### src/hdl/MemSystemTypes.sv
// Memory-side definitions seen by the replay queue.
// Memory op kinds, MSHR progress and the types used to look an MSHR up.

package MemSystemTypes;

    typedef enum logic [1:0] {
        MemOpLoad  = 2'd0,
        MemOpStore = 2'd1
    } MemOpKind;

    // Line data is available from MshrWriteCacheReq onward
    typedef enum logic [2:0] {
        MshrIdle          = 3'd0,
        MshrReadReq       = 3'd1,
        MshrReadWait      = 3'd2,
        MshrWriteCacheReq = 3'd3,
        MshrDone          = 3'd4
    } MshrPhase;

    localparam int MshrNum = 4;

    typedef logic [$clog2(MshrNum)-1:0] MshrIndex;

    // Slice of the cache index that tells whether an MSHR still serves the same miss
    typedef logic [3:0] AddrSubset;

endpackage
### src/hdl/ReplayQueueTypes.sv
// Op payloads and lane records kept by the replay queue.
// The recorded group depends on the lane counts and is built at the top level.

package ReplayQueueTypes;
    import MemSystemTypes::*;

    // Flush ranges over this pointer wrap around
    typedef logic [5:0] ActiveListPtr;

    typedef struct packed {
        ActiveListPtr activeListPtr;
        logic [15:0]  tag;
    } IntOp;

    typedef struct packed {
        ActiveListPtr activeListPtr;
        logic [15:0]  tag;
        MemOpKind     kind;
        // Load allocated its own MSHR
        logic         hasMshr;
        MshrIndex     mshrId;
        // Load matched a pending MSHR at address check
        logic         addrHit;
        AddrSubset    addrSubset;
    } MemOp;

    typedef struct packed {
        logic valid;
        IntOp op;
    } IntLane;

    typedef struct packed {
        logic valid;
        MemOp op;
    } MemLane;

endpackage

### src/hdl/ReplayHeadIF.sv
// Link between the replay buffer and its control.
// Control drives push, pop and the recorded group; the buffer answers with its head.

`timescale 1ns/1ps

interface ReplayHeadIF #(
    parameter int EntryNum = 16,
    parameter type Group = logic
);
    localparam int CountWidth = $clog2(EntryNum + 1);

    logic push;
    logic pop;
    Group recordGroup;
    Group headGroup;
    logic empty;
    logic full;
    logic [CountWidth-1:0] count;

    modport storage (
        input  push, pop, recordGroup,
        output headGroup, empty, full, count
    );

    modport control (
        output push, pop, recordGroup,
        input  headGroup, empty, full, count
    );

endinterface

### src/hdl/ReplayQueue.sv
// Replay queue of the issue stage.
// Records issued int and mem groups with their spacing and replays them in order,
// holding the head on pending misses and squashing flushed ops on the way out.

`timescale 1ns/1ps

module ReplayQueue
    import MemSystemTypes::*;
    import ReplayQueueTypes::*;
#(
    parameter int EntryNum = 16,
    parameter int MaxInterval = 7,
    parameter int StallMargin = 3,
    parameter int IntWidth = 2,
    parameter int MemWidth = 2
) (
    input  logic clk,
    input  logic rst,
    input  logic [IntWidth-1:0] intRecordValid,
    input  IntOp [IntWidth-1:0] intRecordOp,
    input  logic [MemWidth-1:0] memRecordValid,
    input  MemOp [MemWidth-1:0] memRecordOp,
    input  logic [MshrNum-1:0] mshrValid,
    input  MshrPhase [MshrNum-1:0] mshrPhase,
    input  AddrSubset [MshrNum-1:0] mshrAddrSubset,
    input  logic recoveryValid,
    input  ActiveListPtr flushHeadPtr,
    input  ActiveListPtr flushTailPtr,
    output logic [IntWidth-1:0] intReplayValid,
    output IntOp [IntWidth-1:0] intReplayOp,
    output logic [MemWidth-1:0] memReplayValid,
    output MemOp [MemWidth-1:0] memReplayOp,
    output logic replay,
    output logic stallUpper,
    output logic flushedOpExist
);
    localparam int IntervalWidth = $clog2(MaxInterval + 1);

    // One issue cycle worth of lanes and the cycles since the previous record
    typedef struct packed {
        IntLane [IntWidth-1:0] intLanes;
        MemLane [MemWidth-1:0] memLanes;
        logic [IntervalWidth-1:0] interval;
    } Group;

    ReplayHeadIF #(.EntryNum(EntryNum), .Group(Group)) headIf ();

    logic [MemWidth-1:0] memWaiting;
    Group popGroup;
    logic popValid;
    logic almostFull;

    ReplayStorage #(
        .EntryNum(EntryNum),
        .StallMargin(StallMargin),
        .Group(Group)
    ) storage (
        .clk(clk),
        .rst(rst),
        .head(headIf.storage),
        .almostFull(almostFull)
    );

    ReplayControl #(
        .EntryNum(EntryNum),
        .MaxInterval(MaxInterval),
        .IntWidth(IntWidth),
        .MemWidth(MemWidth),
        .Group(Group)
    ) control (
        .clk(clk),
        .rst(rst),
        .intRecordValid(intRecordValid),
        .intRecordOp(intRecordOp),
        .memRecordValid(memRecordValid),
        .memRecordOp(memRecordOp),
        .memWaiting(memWaiting),
        .head(headIf.control),
        .popGroup(popGroup),
        .popValid(popValid)
    );

    MissWaitCheck #(.MemWidth(MemWidth)) missCheck (
        .headMemLanes(headIf.headGroup.memLanes),
        .mshrValid(mshrValid),
        .mshrPhase(mshrPhase),
        .mshrAddrSubset(mshrAddrSubset),
        .memWaiting(memWaiting)
    );

    ReplaySquash #(
        .EntryNum(EntryNum),
        .IntWidth(IntWidth),
        .MemWidth(MemWidth),
        .Group(Group)
    ) squash (
        .clk(clk),
        .rst(rst),
        .popGroup(popGroup),
        .popValid(popValid),
        .queueCount(headIf.count),
        .recoveryValid(recoveryValid),
        .flushHeadPtr(flushHeadPtr),
        .flushTailPtr(flushTailPtr),
        .almostFull(almostFull),
        .intReplayValid(intReplayValid),
        .intReplayOp(intReplayOp),
        .memReplayValid(memReplayValid),
        .memReplayOp(memReplayOp),
        .replay(replay),
        .stallUpper(stallUpper),
        .flushedOpExist(flushedOpExist)
    );

endmodule

### src/hdl/ReplaySquash.sv
// Output stage of the replay queue.
// Registers the popped group, snapshots the flush range on recovery
// and drops replayed ops that fall inside it.

`timescale 1ns/1ps

module ReplaySquash
    import ReplayQueueTypes::*;
#(
    parameter int EntryNum = 16,
    parameter int IntWidth = 2,
    parameter int MemWidth = 2,
    parameter type Group = logic,
    localparam int CountWidth = $clog2(EntryNum + 1)
) (
    input  logic clk,
    input  logic rst,
    input  Group popGroup,
    input  logic popValid,
    input  logic [CountWidth-1:0] queueCount,
    input  logic recoveryValid,
    input  ActiveListPtr flushHeadPtr,
    input  ActiveListPtr flushTailPtr,
    input  logic almostFull,
    output logic [IntWidth-1:0] intReplayValid,
    output IntOp [IntWidth-1:0] intReplayOp,
    output logic [MemWidth-1:0] memReplayValid,
    output MemOp [MemWidth-1:0] memReplayOp,
    output logic replay,
    output logic stallUpper,
    output logic flushedOpExist
);
    logic [IntWidth-1:0] intValidReg;
    logic [MemWidth-1:0] memValidReg;
    logic replayReg;
    logic nextReplay;
    logic [CountWidth-1:0] flushCount;
    ActiveListPtr rangeHead;
    ActiveListPtr rangeTail;
    logic flushActive;

    // Range is [lo, hi) and may wrap past the end of the active list
    function automatic logic inFlushRange(ActiveListPtr ptr, ActiveListPtr lo, ActiveListPtr hi);
        if (lo <= hi) begin
            return ptr >= lo && ptr < hi;
        end
        return ptr >= lo || ptr < hi;
    endfunction

    always_comb begin
        nextReplay = 1'b0;
        for (int i = 0; i < IntWidth; i++) begin
            nextReplay |= popGroup.intLanes[i].valid;
        end
        for (int i = 0; i < MemWidth; i++) begin
            nextReplay |= popGroup.memLanes[i].valid;
        end
    end

    // Lane valids arrive already masked with pop
    always_ff @(posedge clk) begin
        if (rst) begin
            intValidReg <= '0;
            memValidReg <= '0;
            replayReg <= 1'b0;
        end else begin
            for (int i = 0; i < IntWidth; i++) begin
                intValidReg[i] <= popGroup.intLanes[i].valid;
            end
            for (int i = 0; i < MemWidth; i++) begin
                memValidReg[i] <= popGroup.memLanes[i].valid;
            end
            replayReg <= nextReplay;
        end
    end

    always_ff @(posedge clk) begin
        if (popValid) begin
            for (int i = 0; i < IntWidth; i++) begin
                intReplayOp[i] <= popGroup.intLanes[i].op;
            end
            for (int i = 0; i < MemWidth; i++) begin
                memReplayOp[i] <= popGroup.memLanes[i].op;
            end
        end
    end

    // Every group queued at recovery time may hold flushed ops
    always_ff @(posedge clk) begin
        if (rst) begin
            flushCount <= '0;
        end else if (recoveryValid) begin
            flushCount <= queueCount;
        end else if (flushActive && replayReg) begin
            flushCount <= flushCount - 1'b1;
        end
    end

    always_ff @(posedge clk) begin
        if (recoveryValid) begin
            rangeHead <= flushHeadPtr;
            rangeTail <= flushTailPtr;
        end
    end

    assign flushActive = flushCount != '0;

    always_comb begin
        for (int i = 0; i < IntWidth; i++) begin
            intReplayValid[i] = intValidReg[i] && !(flushActive
                && inFlushRange(intReplayOp[i].activeListPtr, rangeHead, rangeTail));
        end
        for (int i = 0; i < MemWidth; i++) begin
            memReplayValid[i] = memValidReg[i] && !(flushActive
                && inFlushRange(memReplayOp[i].activeListPtr, rangeHead, rangeTail));
        end
    end

    assign replay = replayReg;
    assign stallUpper = replayReg || almostFull;
    assign flushedOpExist = flushActive;

    // Snapshot drains through replays, or a new recovery reloads it
    assert property (@(posedge clk) disable iff (rst)
        $fell(flushedOpExist) |-> $past(replay) || $past(recoveryValid));

endmodule

### src/hdl/MissWaitCheck.sv
// Miss check for the loads at the head of the replay queue.
// A lane waits while the MSHR it depends on has no line data yet.

`timescale 1ns/1ps

module MissWaitCheck
    import MemSystemTypes::*;
    import ReplayQueueTypes::*;
#(
    parameter int MemWidth = 2
) (
    input  MemLane [MemWidth-1:0] headMemLanes,
    input  logic [MshrNum-1:0] mshrValid,
    input  MshrPhase [MshrNum-1:0] mshrPhase,
    input  AddrSubset [MshrNum-1:0] mshrAddrSubset,
    output logic [MemWidth-1:0] memWaiting
);

    for (genvar i = 0; i < MemWidth; i++) begin : gLane
        MshrIndex id;
        logic isLoad;
        logic notReady;
        logic ownMiss;
        logic hitMiss;

        assign id = headMemLanes[i].op.mshrId;
        assign isLoad = headMemLanes[i].valid && headMemLanes[i].op.kind == MemOpLoad;
        assign notReady = mshrPhase[id] < MshrWriteCacheReq;

        // Load allocated the MSHR itself
        assign ownMiss = headMemLanes[i].op.hasMshr && notReady;

        // Load found another miss to the same line; the subset confirms
        // the MSHR was not reused in the meantime
        assign hitMiss = headMemLanes[i].op.addrHit && mshrValid[id]
            && mshrAddrSubset[id] == headMemLanes[i].op.addrSubset && notReady;

        assign memWaiting[i] = isLoad && (ownMiss || hitMiss);
    end

endmodule

### src/hdl/ReplayControl.sv
// Push and pop decisions of the replay queue.
// Builds the recorded group, tracks recording and replay spacing,
// and counts the groups that hold at least one valid lane.

`timescale 1ns/1ps

module ReplayControl
    import ReplayQueueTypes::*;
#(
    parameter int EntryNum = 16,
    parameter int MaxInterval = 7,
    parameter int IntWidth = 2,
    parameter int MemWidth = 2,
    parameter type Group = logic,
    localparam int CountWidth = $clog2(EntryNum + 1),
    localparam int IntervalWidth = $clog2(MaxInterval + 1)
) (
    input  logic clk,
    input  logic rst,
    input  logic [IntWidth-1:0] intRecordValid,
    input  IntOp [IntWidth-1:0] intRecordOp,
    input  logic [MemWidth-1:0] memRecordValid,
    input  MemOp [MemWidth-1:0] memRecordOp,
    input  logic [MemWidth-1:0] memWaiting,
    ReplayHeadIF.control head,
    output Group popGroup,
    output logic popValid
);
    localparam logic [IntervalWidth-1:0] IntervalCap = IntervalWidth'(MaxInterval);

    Group recordGroup;
    logic [IntervalWidth-1:0] intervalIn;
    logic [IntervalWidth-1:0] intervalCount;
    logic [CountWidth-1:0] validGroupCount;
    logic recordAny;
    logic headAny;
    logic push;
    logic pop;

    always_comb begin
        recordGroup.interval = intervalIn;
        for (int i = 0; i < IntWidth; i++) begin
            recordGroup.intLanes[i].valid = intRecordValid[i];
            recordGroup.intLanes[i].op = intRecordOp[i];
        end
        for (int i = 0; i < MemWidth; i++) begin
            recordGroup.memLanes[i].valid = memRecordValid[i];
            recordGroup.memLanes[i].op = memRecordOp[i];
        end
    end

    always_comb begin
        headAny = 1'b0;
        popGroup = head.headGroup;
        for (int i = 0; i < IntWidth; i++) begin
            headAny |= head.headGroup.intLanes[i].valid;
            popGroup.intLanes[i].valid = pop && head.headGroup.intLanes[i].valid;
        end
        for (int i = 0; i < MemWidth; i++) begin
            headAny |= head.headGroup.memLanes[i].valid;
            popGroup.memLanes[i].valid = pop && head.headGroup.memLanes[i].valid;
        end
    end

    assign recordAny = |intRecordValid || |memRecordValid;

    // Empty spacer groups keep the spacing only while valid groups are queued
    assign push = !head.full && (recordAny || validGroupCount != '0);
    // memWaiting already covers valid loads only, so an empty head goes on spacing alone
    assign pop = !head.empty && intervalCount >= head.headGroup.interval && !(|memWaiting);

    assign head.push = push;
    assign head.pop = pop;
    assign head.recordGroup = recordGroup;
    assign popValid = pop;

    always_ff @(posedge clk) begin
        if (rst) begin
            validGroupCount <= '0;
            intervalIn <= '0;
            intervalCount <= '0;
        end else begin
            case ({push && recordAny, pop && headAny})
                2'b10: validGroupCount <= validGroupCount + 1'b1;
                2'b01: validGroupCount <= validGroupCount - 1'b1;
                default: validGroupCount <= validGroupCount;
            endcase
            if (push) begin
                intervalIn <= '0;
            end else if (intervalIn < IntervalCap) begin
                intervalIn <= intervalIn + 1'b1;
            end
            if (pop) begin
                intervalCount <= '0;
            end else if (intervalCount < IntervalCap) begin
                intervalCount <= intervalCount + 1'b1;
            end
        end
    end

    // A valid group leaving the head was counted when it was recorded
    assert property (@(posedge clk) disable iff (rst) pop && headAny |-> validGroupCount != '0);

endmodule

### src/hdl/ReplayStorage.sv
// Circular buffer of recorded groups.
// Written at the tail on push, read combinationally at the head.
// almostFull asks the upper stages to stop before records get lost.

`timescale 1ns/1ps

module ReplayStorage #(
    parameter int EntryNum = 16,
    parameter int StallMargin = 3,
    parameter type Group = logic,
    localparam int CountWidth = $clog2(EntryNum + 1)
) (
    input  logic clk,
    input  logic rst,
    ReplayHeadIF.storage head,
    output logic almostFull
);
    localparam int PtrWidth = $clog2(EntryNum);
    localparam logic [CountWidth-1:0] FullLevel = CountWidth'(EntryNum);
    localparam logic [CountWidth-1:0] StallLevel = CountWidth'(EntryNum - StallMargin);

    Group groups [EntryNum];
    logic [PtrWidth-1:0] headPtr;
    logic [PtrWidth-1:0] tailPtr;
    logic [CountWidth-1:0] count;

    always_ff @(posedge clk) begin
        if (head.push) begin
            groups[tailPtr] <= head.recordGroup;
        end
    end

    // Pointers wrap naturally since the depth is a power of two
    always_ff @(posedge clk) begin
        if (rst) begin
            headPtr <= '0;
            tailPtr <= '0;
            count <= '0;
        end else begin
            if (head.push) begin
                tailPtr <= tailPtr + 1'b1;
            end
            if (head.pop) begin
                headPtr <= headPtr + 1'b1;
            end
            case ({head.push, head.pop})
                2'b10: count <= count + 1'b1;
                2'b01: count <= count - 1'b1;
                default: count <= count;
            endcase
        end
    end

    assign head.headGroup = groups[headPtr];
    assign head.empty = count == '0;
    assign head.full = count == FullLevel;
    assign head.count = count;

    // Room left for records already in flight when the stall takes effect
    assign almostFull = count >= StallLevel;

    // Control has to drop records rather than overwrite the head
    assert property (@(posedge clk) disable iff (rst) head.full |-> !head.push);

endmodule

### config.mk
export PLATFORM = sky130hd
export DESIGN_NAME = ReplayQueue
export DESIGN_NICKNAME = d
export VERILOG_FILES = /design/src/hdl/MemSystemTypes.sv /design/src/hdl/ReplayQueueTypes.sv /design/src/hdl/ReplayHeadIF.sv /design/src/hdl/ReplayQueue.sv /design/src/hdl/ReplaySquash.sv /design/src/hdl/MissWaitCheck.sv /design/src/hdl/ReplayControl.sv /design/src/hdl/ReplayStorage.sv
export SDC_FILE = /design/constraint.sdc
export NUM_CORES = 2
export LEC_CHECK = 0
export BUFFER_PORTS_ARGS = -buffer_cell sky130_fd_sc_hd__clkbuf_2
export CAP_MARGIN = 10
export CORE_ASPECT_RATIO = 2
export CORE_MARGIN = 5
export CORE_UTILIZATION = 55
export CTS_BUF_LIST = sky130_fd_sc_hd__clkbuf_16
export DETAILED_ROUTE_END_ITERATION = 16
export GPL_TIMING_DRIVEN = 0
export PLACE_DENSITY = 0.72
export SYNTH_ARGS = -nofsm -noshare
export SYNTH_HDL_FRONTEND = slang
export SYNTH_SLANG_ARGS = --single-unit
### constraint.sdc
create_clock -name clk -period 25.2 [get_ports clk]
set_clock_uncertainty 0.15 [all_clocks]
set_input_delay 5.04 -clock clk [delete_from_list [all_inputs] [get_ports clk]]
set_output_delay 5.04 -clock clk [all_outputs]
set_load 0.02 [all_outputs]
==> impl_metrics.yaml <==
global_routing:
  grt_pass1_vias: 38400
  grt_first_pass_wirelength_microns: 276000
  grt_overflow: 0
  grt_max_degree: 80
  grtUsageTotal: 0.262
  grt_antenna_before_repair: 19
drt:
  vias: 37100
  post_drt_via_cell_ratio: 6.38
  wl_per_cell_microns: 33.0
  route.detailed.drc: 0
  drtIter0Drc: 4427
  wirelength_microns: 192000
  detail-route-antenna-nets: 0
  first_pass_iters: 5
place:
  post-dp-hpwl_microns: 126000
  dp_cells: 5513
  gp_congestion: 0.888
  io_buffers: 272
critical_path:
  cp-end-kind: "flip-flop"
  crit_type: "reg2reg"
  worst_ep_required_time_ns: 25.75
  cp_num_buf_inv: 12
  path_max_fanout: 79
  crit_path_start_kind: "flip-flop"
  cp_slowest_cell: "clkbuf_1"
  cp_data_arrival_time_ns: 9.78
  crit_family: "buffers and inverters"
  slowest_delay_ns: 0.87
sta:
  setup_tns_ns: 0
  hold_viol: 0
  setup_violations: 0
  period_share: 0.366
  rsz0062_at_grt: "false"
  fmax_ghz: 0.108
  worst_slew_pin_slew_ns: 1.27
  slew_headroom: 0.152
  slew_violations: 0
  min_period_ns: 9.23
floorplanning:
  core_area_sq_um: 140000
  start_util: 0.552
  num_io_pins: 274
  die-area_sq_um: 148000
  die_h_microns: 539
  row_count: 194
  die_width_microns: 275
yosys:
  ys.flop_type: "edfxtp_1"
  synth_edf_count: 1960
  yosysWarningCount: 0
  syn-instance-count: 3233
  synth.avg_cell_area_sq_um: 23.8
  synth.area.top_cells: "edfxtp_1, mux4_2, ha_1"
  seq_area_frac_synth: 0.774
  synth_top_area_cell: "edfxtp_1"
  ys_types: 79
  syn-num-nets: 3464
  synth.cell_area_sq_um: 77000
  yosys_register_bits: 1998
  async_reset_ff_frac: 0
  synth_top_area_share: 0.764
cts:
  post-cts-setup-buffers: 0
  clock_sinks: 1998
  cts_resized: 0
  htree_num_levels: 4
  ctsHoldBuffers: 0
  clkTransAtPathRegs_ns: 0.07
  cts_tree: "yes"
  cts_buffer_depth: 3
  cts_made_buffers: 165
  cts_root_buf: "clkbuf_16"
  clk_latency_ns: 0.79
power_and_ir_drop:
  peakVddDrop_uv: 101
  power.density_nw_per_um2: 92.9
  cellLeakagePower_uw: 0.0286
layout:
  multi_input_comb_area_sq_um: 16500
  layout_commonest_cell: "edfxtp_1"
  seqCellArea_sq_um: 59600
  final_nets: 4055
  layout_common_cells: "edfxtp_1, mux4_2, clkbuf_2"
  area_growth_pct: 15.3
  nFillCells: 9046
  stdcell_count: 5826
  fin_util: 0.636
  drive_gt1_frac: 0.322
flow_run:
  cap_violations: 0
status:
  status: "finished, final reports clean"
min_path:
  min_path_type: "reg2reg"
## through the flow
| step | setup slack [ns] | instance area, sq um | total power, uW | hold slack, ns |
|---|---|---|---|---|
| 4_1_cts | 15.87 | 88700 | 8300 | 0.341 |
| 5_1_grt | 15.57 | 88800 | 8530 | 0.388 |
| 3_3_place_gp | -0.340 | 80700 | 5740 | 0.323 |
| 2_1_floorplan | 10.79 | 77000 | 5100 | 0.303 |
| 6_report | 15.97 | 88800 | 8240 | 0.357 |
| 3_5_place_dp | 15.46 | 83300 | 5750 | 0.335 |
## area by class of cell
cell class                 instances  share of cell area
timing repair buffer             424              0.0441
clock buffer                     172              0.0485
clock inverter                   126              0.0119
inverter                          48             0.00211
tap                             1862              0.0262
buffer                           150             0.00903
sequential                      1998               0.672
multi-input combinational       1037               0.186
antenna                            9            0.000254
## synth_stat cells (5+ instances only)
| cell type | number |
|---|---|
| a22o_1 | 8 |
| nor2b_1 | 18 |
| buf_4 | 5 |
| a21oi_1 | 39 |
| buf_1 | 16 |
| mux2i_1 | 33 |
| a22oi_1 | 9 |
| nand4_1 | 5 |
| ha_1 | 70 |
| mux4_1 | 29 |
| edfxtp_1 | 1960 |
| buf_6 | 10 |
| a221oi_1 | 6 |
| nand3_1 | 14 |
| buf_2 | 15 |
| mux4_2 | 531 |
| xor2_1 | 14 |
| dfxtp_1 | 38 |
| a21o_1 | 19 |
| buf_12 | 5 |
| inv_1 | 43 |
| nor3_1 | 15 |
| xnor2_1 | 7 |
| o21a_1 | 5 |
| nand2b_1 | 22 |
| o22ai_1 | 6 |
| o21ai_0 | 16 |
| nor2_1 | 55 |
| mux2_2 | 5 |
| nand2_1 | 25 |
| a31oi_1 | 9 |
| clkbuf_1 | 94 |
## final timing paths
| kind | startpoint | endpoint | slack [ns] | cells after the start |
|---|---|---|---|---|
| worst max-delay path | flip-flop | storage.head.count[4] | 15.97 | 28 |
| worst min-delay path | control.validGroupCount[4] | control.validGroupCount[4] | 0.36 | 2 |
| worst max register to register | flip-flop | storage.head.count[4] | 15.97 | 28 |
| worst min register to register | control.validGroupCount[4] | control.validGroupCount[4] | 0.36 | 2 |
## cells by family (layout without fill, tap and decap cells)
logic type	Yosys count	in the layout	share of synthesized area
other	0	9	0
XOR/XNOR	21	21	0.00239
AO/OA/AOI/OAI	153	153	0.0148
buffers and inverters	198	920	0.0128
adder cells (fa/ha/maj)	76	76	0.0124
AND/OR/NAND/NOR	184	184	0.0125
multiplexers	603	603	0.171
flip-flops	1998	1998	0.774
## worst register-to-register path: cells and delay by family (launching register included)
kind	cells	cell delay, ns
AND/OR/NAND/NOR	4	0.84
AO/OA/AOI/OAI	6	1.07
multiplexers	2	0.91
XOR/XNOR	1	0.13
flip-flops	1	0.47
buffers and inverters	12	4.52
adder cells (fa/ha/maj)	3	1.06
## layer usage
layer,part of all wire,track usage
met5,0.00076,0
met4,0.037,0.0850
met1,0.35,0.332
met2,0.53,0.457
met3,0.081,0.0543
## flip-flops by register name, summed over array words and instances, names as in the netlist, 2 cells and up, named ones only
signal,count
control.intervalCount,3
control.intervalIn,3
control.validGroupCount,5
squash.flushCount,5
squash.intReplayOp,44
squash.intValidReg,2
squash.memReplayOp,64
squash.memValidReg,2
squash.rangeHead,6
squash.rangeTail,6
storage.groups,1840
storage.head.count,5
storage.headPtr,4
storage.tailPtr,4
## where the power goes
group | leakage (uW) | total, uW | internal [uW] | switching [uW]
combinational | 0.00770 | 1610 | 660 | 953
sequential | 0.0181 | 4060 | 3960 | 99.9
clock | 0.00272 | 2570 | 1400 | 1170
(Power assumes the default switching activity.)
